## config.mk

```make
export PLATFORM = sky130hd
export DESIGN_NAME = trap_unit_top
export DESIGN_NICKNAME = d
export VERILOG_FILES = /design/src/hw/trap_pkg.sv /design/src/hw/machine_csr.sv /design/src/hw/machine_timer.sv /design/src/hw/timer_regs.sv /design/src/hw/trap_unit_top.sv
export SDC_FILE = /design/constraint.sdc
export NUM_CORES = 1
export LEC_CHECK = 0
export ABC_CLOCK_PERIOD_IN_PS = 4200
export CAP_MARGIN = 20
export CORE_ASPECT_RATIO = 1.2
export CORE_MARGIN = 2
export CORE_UTILIZATION = 52
export CTS_CLUSTER_SIZE = 25
export DETAILED_ROUTE_END_ITERATION = 10
export DONT_BUFFER_PORTS = 1
export GPL_TIMING_DRIVEN = 0
export PLACE_DENSITY = 0.67
export SYNTH_ARGS = -nofsm -noshare
export SYNTH_HDL_FRONTEND = slang
export SYNTH_SLANG_ARGS = --single-unit
```

## constraint.sdc

```tcl
create_clock -name i_clock -period 4.2 [get_ports i_clock]
set_input_delay 0.84 -clock i_clock [delete_from_list [all_inputs] [get_ports i_clock]]
set_output_delay 0.84 -clock i_clock [all_outputs]
set_load 0.005 [all_outputs]
```

## src/hw/trap_pkg.sv

```systemverilog
package trap_pkg;

	typedef logic [31:0] xlen_t;
	typedef logic [11:0] csr_addr_t;
	typedef logic [3:0]  wb_addr_t;

	// ==================================================
	// machine CSR indices
	// ==================================================
	localparam csr_addr_t CSR_MIE       = 12'h304;
	localparam csr_addr_t CSR_MTVEC     = 12'h305;
	localparam csr_addr_t CSR_MEPC      = 12'h341;
	localparam csr_addr_t CSR_MCAUSE    = 12'h342;
	localparam csr_addr_t CSR_MIP       = 12'h344;
	localparam csr_addr_t CSR_MVENDORID = 12'hF11;
	localparam csr_addr_t CSR_MARCHID   = 12'hF12;
	localparam csr_addr_t CSR_MIMPID    = 12'hF13;
	localparam csr_addr_t CSR_MHARTID   = 12'hF14;

	// read-only identification values
	localparam xlen_t MVENDORID = 32'h0000_0a5c;
	localparam xlen_t MARCHID   = 32'h0000_0017;
	localparam xlen_t MIMPID    = 32'h0001_0200;
	localparam xlen_t MHARTID   = 32'h0000_0000;

	// ==================================================
	// trap causes and interrupt bits
	// ==================================================
	localparam xlen_t CAUSE_M_TIMER    = 32'h8000_0007;
	localparam xlen_t CAUSE_M_EXTERNAL = 32'h8000_000B;
	localparam xlen_t CAUSE_ECALL_M    = 32'h0000_000B;

	// mie uses the same positions as mip, bit 3 is only stored
	localparam int MIP_MSIP_BIT = 3;
	localparam int MIP_MTIP_BIT = 7;
	localparam int MIP_MEIP_BIT = 11;

	// timer register byte offsets
	localparam wb_addr_t TMR_CTRL = 4'h0;
	localparam wb_addr_t TMR_CMP  = 4'h4;
	localparam wb_addr_t TMR_TIME = 4'h8;

	typedef struct packed {
		csr_addr_t index;
		logic      write;
		xlen_t     wdata;
	} csr_req_t;

	typedef struct packed {
		logic     cyc;
		logic     stb;
		logic     we;
		wb_addr_t adr;
		xlen_t    dat;
	} wb_req_t;

	typedef struct packed {
		logic  enable;
		logic  clear;
		xlen_t cmp;
	} timer_cfg_t;

endpackage

```

## src/hw/machine_csr.sv

```systemverilog
module machine_csr (
	input  logic               i_clock,
	input  logic               i_reset,

	input  trap_pkg::csr_req_t i_csr_req,
	output trap_pkg::xlen_t    o_csr_rdata,

	input  logic               i_timer_irq,
	input  logic               i_external_interrupt,
	input  logic               i_ecall,

	output logic               o_irq_pending,
	output trap_pkg::xlen_t    o_irq_pc,
	input  logic               i_irq_dispatched,
	input  trap_pkg::xlen_t    i_irq_epc,
	output trap_pkg::xlen_t    o_epc
);

	import trap_pkg::*;

	logic  mie_msie;
	logic  mie_mtie;
	logic  mie_meie;
	xlen_t mtvec;
	xlen_t mepc;
	xlen_t mcause;

	xlen_t mie;
	xlen_t mip;

	logic  take_trap;
	xlen_t trap_cause;

	always_comb begin
		mie = '0;
		mie[MIP_MSIP_BIT] = mie_msie;
		mie[MIP_MTIP_BIT] = mie_mtie;
		mie[MIP_MEIP_BIT] = mie_meie;
	end

	// mip is not stored, it follows the source levels directly
	always_comb begin
		mip = '0;
		mip[MIP_MTIP_BIT] = i_timer_irq;
		mip[MIP_MEIP_BIT] = i_external_interrupt;
	end

	assign o_epc = mepc;

	// ==================================================
	// CSR access
	// ==================================================
	always_comb begin
		case (i_csr_req.index)
			CSR_MIE:       o_csr_rdata = mie;
			CSR_MTVEC:     o_csr_rdata = mtvec;
			CSR_MEPC:      o_csr_rdata = mepc;
			CSR_MCAUSE:    o_csr_rdata = mcause;
			CSR_MIP:       o_csr_rdata = mip;
			CSR_MVENDORID: o_csr_rdata = MVENDORID;
			CSR_MARCHID:   o_csr_rdata = MARCHID;
			CSR_MIMPID:    o_csr_rdata = MIMPID;
			CSR_MHARTID:   o_csr_rdata = MHARTID;
			default:       o_csr_rdata = '0;
		endcase
	end

	// only mie and mtvec are writable from the core
	always_ff @(posedge i_clock) begin
		if (i_reset) begin
			mie_msie <= 1'b0;
			mie_mtie <= 1'b0;
			mie_meie <= 1'b0;
			mtvec    <= '0;
		end else if (i_csr_req.write) begin
			case (i_csr_req.index)
				CSR_MIE: begin
					mie_msie <= i_csr_req.wdata[MIP_MSIP_BIT];
					mie_mtie <= i_csr_req.wdata[MIP_MTIP_BIT];
					mie_meie <= i_csr_req.wdata[MIP_MEIP_BIT];
				end
				CSR_MTVEC: mtvec <= i_csr_req.wdata;
				default: ;
			endcase
		end
	end

	// ==================================================
	// trap acceptance and dispatch
	// ==================================================

	// ecall wins over external, external over timer
	always_comb begin
		take_trap  = 1'b0;
		trap_cause = '0;
		if (!o_irq_pending) begin
			if (i_ecall) begin
				take_trap  = 1'b1;
				trap_cause = CAUSE_ECALL_M;
			end else if (i_external_interrupt && mie_meie) begin
				take_trap  = 1'b1;
				trap_cause = CAUSE_M_EXTERNAL;
			end else if (i_timer_irq && mie_mtie) begin
				take_trap  = 1'b1;
				trap_cause = CAUSE_M_TIMER;
			end
		end
	end

	always_ff @(posedge i_clock) begin
		if (i_reset) begin
			o_irq_pending <= 1'b0;
			mcause        <= '0;
			mepc          <= '0;
		end else if (take_trap) begin
			o_irq_pending <= 1'b1;
			mcause        <= trap_cause;
		end else if (i_irq_dispatched) begin
			o_irq_pending <= 1'b0;
			mepc          <= i_irq_epc;
		end
	end

	// handler address is captured once per accepted trap
	always_ff @(posedge i_clock) begin
		if (take_trap) begin
			o_irq_pc <= mtvec;
		end
	end

	// the core may only report a dispatch for a trap it was shown
	a_dispatch_while_pending: assert property (
		@(posedge i_clock) disable iff (i_reset)
		i_irq_dispatched |-> o_irq_pending
	);

endmodule

```

## src/hw/machine_timer.sv

```systemverilog
module machine_timer (
	input  logic                 i_clock,
	input  logic                 i_reset,

	input  trap_pkg::timer_cfg_t i_cfg,

	output trap_pkg::xlen_t      o_mtime,
	output logic                 o_timer_irq
);

	import trap_pkg::*;

	xlen_t mtime;

	assign o_mtime = mtime;

	// ==================================================
	// mtime counter
	// ==================================================

	// clear beats counting, the counter wraps at 32 bits
	always_ff @(posedge i_clock) begin
		if (i_reset) begin
			mtime <= '0;
		end else if (i_cfg.clear) begin
			mtime <= '0;
		end else if (i_cfg.enable) begin
			mtime <= mtime + 32'd1;
		end
	end

	// unsigned compare, held as a level while the match lasts
	always_ff @(posedge i_clock) begin
		if (i_reset) begin
			o_timer_irq <= 1'b0;
		end else begin
			o_timer_irq <= i_cfg.enable && (mtime >= i_cfg.cmp);
		end
	end

endmodule

```

## src/hw/timer_regs.sv

```systemverilog
module timer_regs (
	input  logic                 i_clock,
	input  logic                 i_reset,

	input  trap_pkg::wb_req_t    i_wb,
	output trap_pkg::xlen_t      o_wb_dat,
	output logic                 o_wb_ack,

	input  trap_pkg::xlen_t      i_mtime,
	output trap_pkg::timer_cfg_t o_cfg
);

	import trap_pkg::*;

	logic  ctrl_enable;
	logic  clear_pulse;
	xlen_t cmp;
	logic  access;

	// a new transfer starts while the previous ack is not showing
	assign access = i_wb.cyc && i_wb.stb && !o_wb_ack;

	assign o_cfg.enable = ctrl_enable;
	assign o_cfg.clear  = clear_pulse;
	assign o_cfg.cmp    = cmp;

	// ==================================================
	// register writes and ack
	// ==================================================
	always_ff @(posedge i_clock) begin
		if (i_reset) begin
			o_wb_ack    <= 1'b0;
			ctrl_enable <= 1'b0;
			clear_pulse <= 1'b0;
			cmp         <= '0;
		end else begin
			o_wb_ack    <= access;
			clear_pulse <= 1'b0;
			if (access && i_wb.we) begin
				case (i_wb.adr[3:2])
					TMR_CTRL[3:2]: begin
						ctrl_enable <= i_wb.dat[0];
						clear_pulse <= i_wb.dat[1];
					end
					TMR_CMP[3:2]: cmp <= i_wb.dat;
					default: ;
				endcase
			end
		end
	end

	// read data is registered on the same edge as the ack
	always_ff @(posedge i_clock) begin
		if (access && !i_wb.we) begin
			case (i_wb.adr[3:2])
				TMR_CTRL[3:2]: o_wb_dat <= {31'b0, ctrl_enable};
				TMR_CMP[3:2]:  o_wb_dat <= cmp;
				TMR_TIME[3:2]: o_wb_dat <= i_mtime;
				default:       o_wb_dat <= '0;
			endcase
		end
	end

	a_ack_in_cycle: assert property (
		@(posedge i_clock) disable iff (i_reset)
		o_wb_ack |-> (i_wb.cyc && i_wb.stb)
	);

endmodule

```

## src/hw/trap_unit_top.sv

```systemverilog
module trap_unit_top (
	input  logic               i_clock,
	input  logic               i_reset,

	input  trap_pkg::csr_req_t i_csr_req,
	output trap_pkg::xlen_t    o_csr_rdata,

	input  logic               i_external_interrupt,
	input  logic               i_ecall,

	output logic               o_irq_pending,
	output trap_pkg::xlen_t    o_irq_pc,
	input  logic               i_irq_dispatched,
	input  trap_pkg::xlen_t    i_irq_epc,
	output trap_pkg::xlen_t    o_epc,

	input  trap_pkg::wb_req_t  i_wb,
	output trap_pkg::xlen_t    o_wb_dat,
	output logic               o_wb_ack
);

	import trap_pkg::*;

	timer_cfg_t timer_cfg;
	xlen_t      mtime;
	logic       timer_irq;

	machine_csr u_csr (
		.i_clock              (i_clock),
		.i_reset              (i_reset),
		.i_csr_req            (i_csr_req),
		.o_csr_rdata          (o_csr_rdata),
		.i_timer_irq          (timer_irq),
		.i_external_interrupt (i_external_interrupt),
		.i_ecall              (i_ecall),
		.o_irq_pending        (o_irq_pending),
		.o_irq_pc             (o_irq_pc),
		.i_irq_dispatched     (i_irq_dispatched),
		.i_irq_epc            (i_irq_epc),
		.o_epc                (o_epc)
	);

	// timer setup arrives over Wishbone, mtime is read back the same way
	timer_regs u_timer_regs (
		.i_clock  (i_clock),
		.i_reset  (i_reset),
		.i_wb     (i_wb),
		.o_wb_dat (o_wb_dat),
		.o_wb_ack (o_wb_ack),
		.i_mtime  (mtime),
		.o_cfg    (timer_cfg)
	);

	machine_timer u_timer (
		.i_clock     (i_clock),
		.i_reset     (i_reset),
		.i_cfg       (timer_cfg),
		.o_mtime     (mtime),
		.o_timer_irq (timer_irq)
	);

endmodule
```

==> impl_metrics.py, run 1 <==
metrics = {
    "timing": {
        "slew_headroom": 0.293,
        "skew_ns": 0.00796,
        "report.final.hold_viol_count": 0,
        "tightest_slew_ns": 1.05,
        "hold_ws_ns": 0.457,
        "rsz0062_at_grt": "false",
        "finalSetupTns_ns": 0,
        "maxSlewViolCount": 0,
        "timing.final.crit_share": 0.950,
        "number_of_failing_setup_endpoints_in_the_final_timing_report": 0,
        "fmax_mhz": 251,
        "final.min_clock_period_ns": 3.99,
    },
    "finish": {
        "finalInstanceArea_um2": 9720,
        "area.growth.synth_to_final_pct": 11.4,
        "insertedDiodeCount": 0,
        "multi_input_comb_area_um2": 3650,
        "regArea_um2": 4720,
        "post_route_cells_drive_above_1_share": 0.0483,
        "design.final.nets": 1113,
        "fillerInstances": 1490,
    },
    "floorplan": {
        "io_pins": 251,
        "starting_density": 0.534,
        "floorplan.rows": 51,
        "die-area_um2": 17800,
        "std_cell_core_area_um2": 16300,
        "die_h_um": 146,
        "fp.dieW_um": 122,
    },
    "grt": {
        "grt_pass1_vias": 6660,
        "grt-ovfl-total": 0,
        "grt_first_pass_wirelength_mm": 36.7,
        "grt_start_max_net_pins": 24,
        "grt.total_usage": 0.262,
        "initial_antenna_violation_count": 0,
    },
    "pwr": {
        "pwr-share-comb": 0.035,
        "share_seq_of_total_power": 0.515,
        "power.clock.fraction": 0.449,
        "power.net_switching_w": 0.000890,
        "switching_share": 0.217,
        "vdd.ir_drop.worst_mv": 0.323,
        "cellLeakagePower_nw": 3.36,
        "power_density_nw_per_um2": 422,
        "p_int_w": 0.00321,
    },
    "critical_path": {
        "worst-endpoint-required_ns": 3.36,
        "r2r_setup_slack_ns": 1.77,
        "critical_path.n_buffers_inverters": 2,
        "timing.critical_path.arrival_ns": 3.15,
        "crit_path_end_kind": "output pin",
        "max_stage_delay_ns": 0.57,
        "worst_setup_path_start_kind": "input port",
        "critical_path_fanouts_max": 10,
        "critPathSlowestCell": "sky130_fd_sc_hd__clkbuf_1",
        "cp_top_family": "simple AND/OR/NAND/NOR gates",
        "setup.worst_path.class": "input port to output pin",
        "critical_path.cell_chain": "or3_1, or3b_2, nor3_1, clkbuf_1, a222oi_1, inv_1",
    },
    "clock_network": {
        "cts.reportedPaths.clkPinSlew_ns": 0.06,
        "cts_tree": "built",
        "cts-buffers-inserted": 21,
        "holdBufCountCts": 0,
        "post-cts-setup-buffer-count": 0,
        "clock_insertion_delay_worst_skew_ns": 0.49,
        "cts.path.max_buffers": 3,
        "htree_levels": 1,
        "clkSinkCount": 204,
        "post_cts.resized_instances": 0,
        "ctsRootBufferMaster": "sky130_fd_sc_hd__clkbuf_16",
    },
    "route": {
        "drt_drc_violations_left": 0,
        "num_vias": 6872,
        "post_drt_via_cell_ratio": 5.80,
        "routed_wire_length_per_instance_um": 20.2,
        "route.final.wire_length_mm": 23.9,
        "detailedRoute.firstPassIterationCount": 7,
        "antenna_left": 0,
        "drtIter0Drc": 423,
    },
    "logic_synthesis": {
        "synth.yosys.seq_area_share": 0.541,
        "post-synth-top-area-fraction": 0.321,
        "synth_edf_count": 64,
        "synthDominantAreaCellType": "sky130_fd_sc_hd__dfxtp_1",
        "synth-async-reset-ratio": 0,
        "synth_top_flop_cell": "sky130_fd_sc_hd__dfxtp_1",
        "synth.ff_latch_count": 204,
        "ys_warn_count": 0,
        "synth.avg_cell_area_um2": 9.35,
        "netlist_instances": 934,
        "synth_cell_types": 50,
        "synth_area_leaders": "sky130_fd_sc_hd__dfxtp_1, sky130_fd_sc_hd__edfxtp_1, sky130_fd_sc_hd__nand2_1",
        "synth.cell_area_um2": 8730,
        "syn_nets": 1088,
    },
    "place": {
        "estimated_wirelength_of_the_detail_placed_design_mm": 17.8,
        "place_congestion": 0.875,
        "placement.cell_area_um2": 9050,
        "port_buffers": 0,
    },
    "status": {
        "outcome": "complete, no violations",
    },
    "job": {
        "max_cap_viol_count": 0,
    },
    "hold_path": {
        "hold_class": "register to register",
    },
}
## synth_stat cells (2+ instances only)
cell type                  count
sky130_fd_sc_hd__nand4_1      10
sky130_fd_sc_hd__and3_1        3
sky130_fd_sc_hd__or3b_2        2
sky130_fd_sc_hd__xnor2_1      14
sky130_fd_sc_hd__nor3_1        4
sky130_fd_sc_hd__edfxtp_1     64
sky130_fd_sc_hd__a22o_1       52
sky130_fd_sc_hd__clkbuf_1     48
sky130_fd_sc_hd__and4_1        8
sky130_fd_sc_hd__dfxtp_1     140
sky130_fd_sc_hd__o21a_1        2
sky130_fd_sc_hd__a222oi_1      3
sky130_fd_sc_hd__mux2i_1       3
sky130_fd_sc_hd__buf_2         4
sky130_fd_sc_hd__or3_1        11
sky130_fd_sc_hd__nand2b_1      2
sky130_fd_sc_hd__a22oi_1       5
sky130_fd_sc_hd__nor4_1        9
sky130_fd_sc_hd__or2_2         4
sky130_fd_sc_hd__nand2_1     229
sky130_fd_sc_hd__nand3_1      18
sky130_fd_sc_hd__xor2_1       10
sky130_fd_sc_hd__ha_1         33
sky130_fd_sc_hd__a21oi_1     120
sky130_fd_sc_hd__inv_1        40
sky130_fd_sc_hd__a221oi_1      2
sky130_fd_sc_hd__nor3b_1       3
sky130_fd_sc_hd__nor2b_1       5
sky130_fd_sc_hd__nor2_1       47
sky130_fd_sc_hd__or4_1         2
sky130_fd_sc_hd__a32oi_1       2
sky130_fd_sc_hd__o21ai_0       9
sky130_fd_sc_hd__a221o_1       6
sky130_fd_sc_hd__nor4b_1       4
## cells by family after synthesis
family	synth area share
xor gates and xnor gates	0.0241
and+or+nand+nor	0.189
DFF	0.541
buffers and inverters	0.0418
AOI/OAI and AO/OA	0.153
adders and majority gates	0.0473
muxes	0.00344
## cells in the final DEF (no fill, tap or decap), types with 4 or more instances in the layout
cell type	count
sky130_fd_sc_hd__inv_1	40
sky130_fd_sc_hd__nand4_1	10
sky130_fd_sc_hd__nand2_1	229
sky130_fd_sc_hd__xnor2_1	14
sky130_fd_sc_hd__nor3_1	4
sky130_fd_sc_hd__ha_1	33
sky130_fd_sc_hd__or2_2	4
sky130_fd_sc_hd__a221o_1	6
sky130_fd_sc_hd__buf_2	4
sky130_fd_sc_hd__edfxtp_1	64
sky130_fd_sc_hd__nor4_1	9
sky130_fd_sc_hd__nor4b_1	4
sky130_fd_sc_hd__xor2_1	10
sky130_fd_sc_hd__clkbuf_1	55
sky130_fd_sc_hd__o21ai_0	9
sky130_fd_sc_hd__and4_1	8
sky130_fd_sc_hd__nor2_1	46
sky130_fd_sc_hd__a22oi_1	5
sky130_fd_sc_hd__or3_1	11
sky130_fd_sc_hd__nor2b_1	5
sky130_fd_sc_hd__a21oi_1	120
sky130_fd_sc_hd__a22o_1	52
sky130_fd_sc_hd__dfxtp_1	140
sky130_fd_sc_hd__clkbuf_16	21
sky130_fd_sc_hd__nand3_1	18
## through the flow
step / util / std cells / total power (W) / setup WS, ns
floorplan: - / 934 / 0.00224 / 0.809
global placement: 0.551 / 1146 / 0.00230 / 0.206
detailed placement: 0.554 / 1148 / 0.00231 / 0.237
CTS: 0.595 / 1185 / 0.00414 / 0.215
global route: 0.595 / 1185 / 0.00424 / 0.0631
finish: 0.595 / 1185 / 0.00410 / 0.210
## power groups by stage
stage	sequential, W	clock (W)	combinational, W
after floorplan	0.00214	0	0.0000965
after global placement	0.00216	0	0.000138
after detailed placement	0.00216	0	0.000147
after CTS	0.00211	0.00187	0.000148
after global routing	0.00212	0.00196	0.000163
final	0.00211	0.00184	0.000145
## worst paths after layout
check                        from                 end  cells past startpoint
setup / recovery    i_csr_req[37]     o_csr_rdata[31]                      6
hold / removal    u_csr.mtvec[27]  u_csr.o_irq_pc[27]                      0
setup reg to reg   u_csr.mie_meie     u_csr.o_epc[14]                      8
hold reg to reg   u_csr.mtvec[27]  u_csr.o_irq_pc[27]                      0
## layout make-up
| cell class | instances | share of cell area |
|---|---|---|
| Clock inverter | 6 | 0.00811 |
| Timing Repair Buffer | 2 | 0.00489 |
| Clock buffer | 31 | 0.0610 |
| Sequential cell | 204 | 0.486 |
| Tap cell | 212 | 0.0273 |
| Buffer | 53 | 0.0217 |
| Multi-Input combinational cell | 636 | 0.375 |
| Inverter | 41 | 0.0158 |
## layer usage
metal / up-vias / global-route usage / part of all wire
met5: - / 0 / 0
met4: 0 / 0.0897 / 0.033
met3: 56 / 0.0690 / 0.092
met2: 266 / 0.480 / 0.51
met1: 3225 / 0.287 / 0.36
li1: 3325 / - / -
## flip-flops by register name, indices dropped and copies added (netlist names)
register                  count
u_csr.o_epc                  32
u_timer_regs.clear_pulse      1
u_timer.o_mtime              32
u_csr.o_irq_pc               32
u_timer_regs.ctrl_enable      1
u_csr.mie_mtie                1
u_timer_regs.o_wb_ack         1
u_timer.o_timer_irq           1
u_csr.mtvec                  32
u_csr.mie_msie                1
u_csr.o_irq_pending           1
u_csr.mcause                  4
u_timer_regs.cmp             32
u_csr.mie_meie                1
u_timer_regs.o_wb_dat        32
## worst register-to-register path, stage by stage (launching register included)
cell and delay, ns:
sky130_fd_sc_hd__dfxtp_1 0.33, sky130_fd_sc_hd__a21oi_1 0.18, sky130_fd_sc_hd__a21o_1 0.20, sky130_fd_sc_hd__inv_1 0.33, sky130_fd_sc_hd__buf_16 0.31, sky130_fd_sc_hd__nor2_1 0.29, sky130_fd_sc_hd__clkbuf_1 0.47, sky130_fd_sc_hd__nand2_1 0.13
sky130_fd_sc_hd__a21oi_1 0.13
No activity file was read; power rests on OpenSTA's default activity.
==> run 2: changes to the inputs <==
- CORE_UTILIZATION: 52 -> 45
- PLACE_DENSITY: 0.67 -> default
==> impl_metrics.py, run 2 (same netlist as run 1, synthesis figures left out) <==
metrics = {
    "floorplan": {
        "fp.dieW_um": 131,
        "die_h_um": 157,
        "starting_density": 0.461,
        "std_cell_core_area_um2": 18900,
        "floorplan.rows": 55,
        "die-area_um2": 20500,
        "io_pins": 251,
    },
    "clock_network": {
        "post_cts.resized_instances": 0,
        "ctsRootBufferMaster": "sky130_fd_sc_hd__clkbuf_16",
        "clock_insertion_delay_worst_skew_ns": 0.50,
        "post-cts-setup-buffer-count": 0,
        "clkSinkCount": 204,
        "cts.path.max_buffers": 3,
        "cts_tree": "built",
        "cts-buffers-inserted": 22,
        "cts.reportedPaths.clkPinSlew_ns": 0.06,
        "holdBufCountCts": 0,
        "htree_levels": 1,
    },
    "job": {
        "max_cap_viol_count": 0,
    },
    "timing": {
        "finalSetupTns_ns": 0,
        "final.min_clock_period_ns": 3.92,
        "maxSlewViolCount": 0,
        "tightest_slew_ns": 0.906,
        "timing.final.crit_share": 0.932,
        "report.final.hold_viol_count": 0,
        "skew_ns": 0.0119,
        "number_of_failing_setup_endpoints_in_the_final_timing_report": 0,
        "fmax_mhz": 255,
        "slew_headroom": 0.396,
        "rsz0062_at_grt": "false",
    },
    "place": {
        "dp.cells": 1192,
        "estimated_wirelength_of_the_detail_placed_design_mm": 18.3,
        "port_buffers": 0,
        "place_congestion": 0.826,
    },
    "finish": {
        "design.final.nets": 1115,
        "layout.cells.most_common": "sky130_fd_sc_hd__nand2_1",
        "area.growth.synth_to_final_pct": 12.6,
        "final-instance-count-excl-fill": 1235,
        "fillerInstances": 1804,
        "post_route_cells_drive_above_1_share": 0.0522,
        "commonest_cells_after_routing_fill_and_taps_aside": "sky130_fd_sc_hd__nand2_1, sky130_fd_sc_hd__dfxtp_1, sky130_fd_sc_hd__a21oi_1",
    },
    "grt": {
        "grt_start_max_net_pins": 25,
        "grt-ovfl-total": 0,
        "initial_antenna_violation_count": 2,
        "grt_pass1_vias": 6639,
        "grt_first_pass_wirelength_mm": 37.4,
        "grt.total_usage": 0.232,
    },
    "route": {
        "post_drt_via_cell_ratio": 5.58,
        "route.final.wire_length_mm": 24.6,
        "drtIter0Drc": 324,
        "detailedRoute.firstPassIterationCount": 6,
        "antenna_left": 0,
        "drt_drc_violations_left": 0,
        "num_vias": 6887,
        "routed_wire_length_per_instance_um": 19.9,
    },
    "critical_path": {
        "critical_path.n_buffers_inverters": 1,
        "worst_setup_path_start_kind": "input port",
        "critPathSlowestCell": "sky130_fd_sc_hd__clkbuf_1",
        "max_stage_delay_ns": 0.57,
        "critical_path.cell_chain": "or3_1, or3b_2, nor3_1, clkbuf_1, a22oi_1, nand2_1",
        "critical_path_fanouts_max": 10,
        "crit_path_end_kind": "output pin",
        "worst-endpoint-required_ns": 3.36,
        "cp_top_family": "simple AND/OR/NAND/NOR gates",
        "timing.critical_path.arrival_ns": 3.08,
        "setup.worst_path.class": "input port to output pin",
    },
    "status": {
        "outcome": "complete, no violations",
    },
    "hold_path": {
        "hold_class": "register to register",
    },
    "pwr": {
        "power_density_nw_per_um2": 424,
        "cellLeakagePower_nw": 3.38,
        "vdd.ir_drop.worst_mv": 0.313,
    },
}
[run 2: stage by stage]
step / setup WS, ns / hold WS, ns / util / total power, W / cell area (µm²)
2_1_floorplan: 0.809 / 0.429 / - / 0.00224 / 8730
3_3_place_gp: 0.261 / 0.439 / 0.478 / 0.00230 / 9050
3_5_place_dp: 0.307 / 0.441 / 0.481 / 0.00231 / 9110
4_1_cts: 0.304 / 0.453 / 0.519 / 0.00421 / 9820
5_1_grt: 0.165 / 0.459 / 0.519 / 0.00431 / 9830
6_report: 0.285 / 0.451 / 0.519 / 0.00417 / 9830
[run 2: power breakdown]
part / leakage [nW] / switching [W] / internal [W]
Combinational: 1.27 / 0.000105 / 0.0000411
Clock: 0.348 / 0.000770 / 0.00114
Sequential: 1.76 / 0.0000399 / 0.00208
Total: 3.38 / 0.000915 / 0.00326
[run 2: routing by layer]
metal	track usage	vias to the layer above	wire, µm
met5	0	-	0
met4	0.0864	0	765
met3	0.0590	46	1950
met2	0.429	257	12500
met1	0.257	3253	9380
li1	-	3331	-
[run 2: final timing paths]
kind	depth (start not counted)	endpoint	start	slack, ns
hold / removal	0	u_csr.o_irq_pc[27]	u_csr.mtvec[27]	0.45
hold reg to reg	0	u_csr.o_irq_pc[27]	u_csr.mtvec[27]	0.45
setup reg to reg	7	u_timer.o_mtime[28]	u_timer.o_mtime[1]	1.77
setup / recovery	6	o_csr_rdata[3]	i_csr_req[37]	0.28
[run 2: worst register-to-register path, stage by stage, from the launching register on]
cell and delay [ns]:
sky130_fd_sc_hd__dfxtp_1 0.44, sky130_fd_sc_hd__ha_1 0.24, sky130_fd_sc_hd__nand3_1 0.10, sky130_fd_sc_hd__or4_1 0.60, sky130_fd_sc_hd__clkbuf_1 0.28, sky130_fd_sc_hd__nor4b_1 0.42, sky130_fd_sc_hd__xnor2_1 0.16, sky130_fd_sc_hd__nor2_1 0.05
[run 2: final cells by class]
cell class | instances | area, µm² | area share
Sequential cell | 204 | 4720 | 0.481
Multi-Input combinational cell | 636 | 3650 | 0.371
Clock buffer | 35 | 661 | 0.0672
Tap cell | 256 | 320 | 0.0326
Buffer | 53 | 211 | 0.0215
Inverter | 41 | 154 | 0.0157
Clock inverter | 5 | 52.6 | 0.00535
Timing Repair Buffer | 3 | 52.6 | 0.00535
Antenna cell | 2 | 5.00 | 0.000509
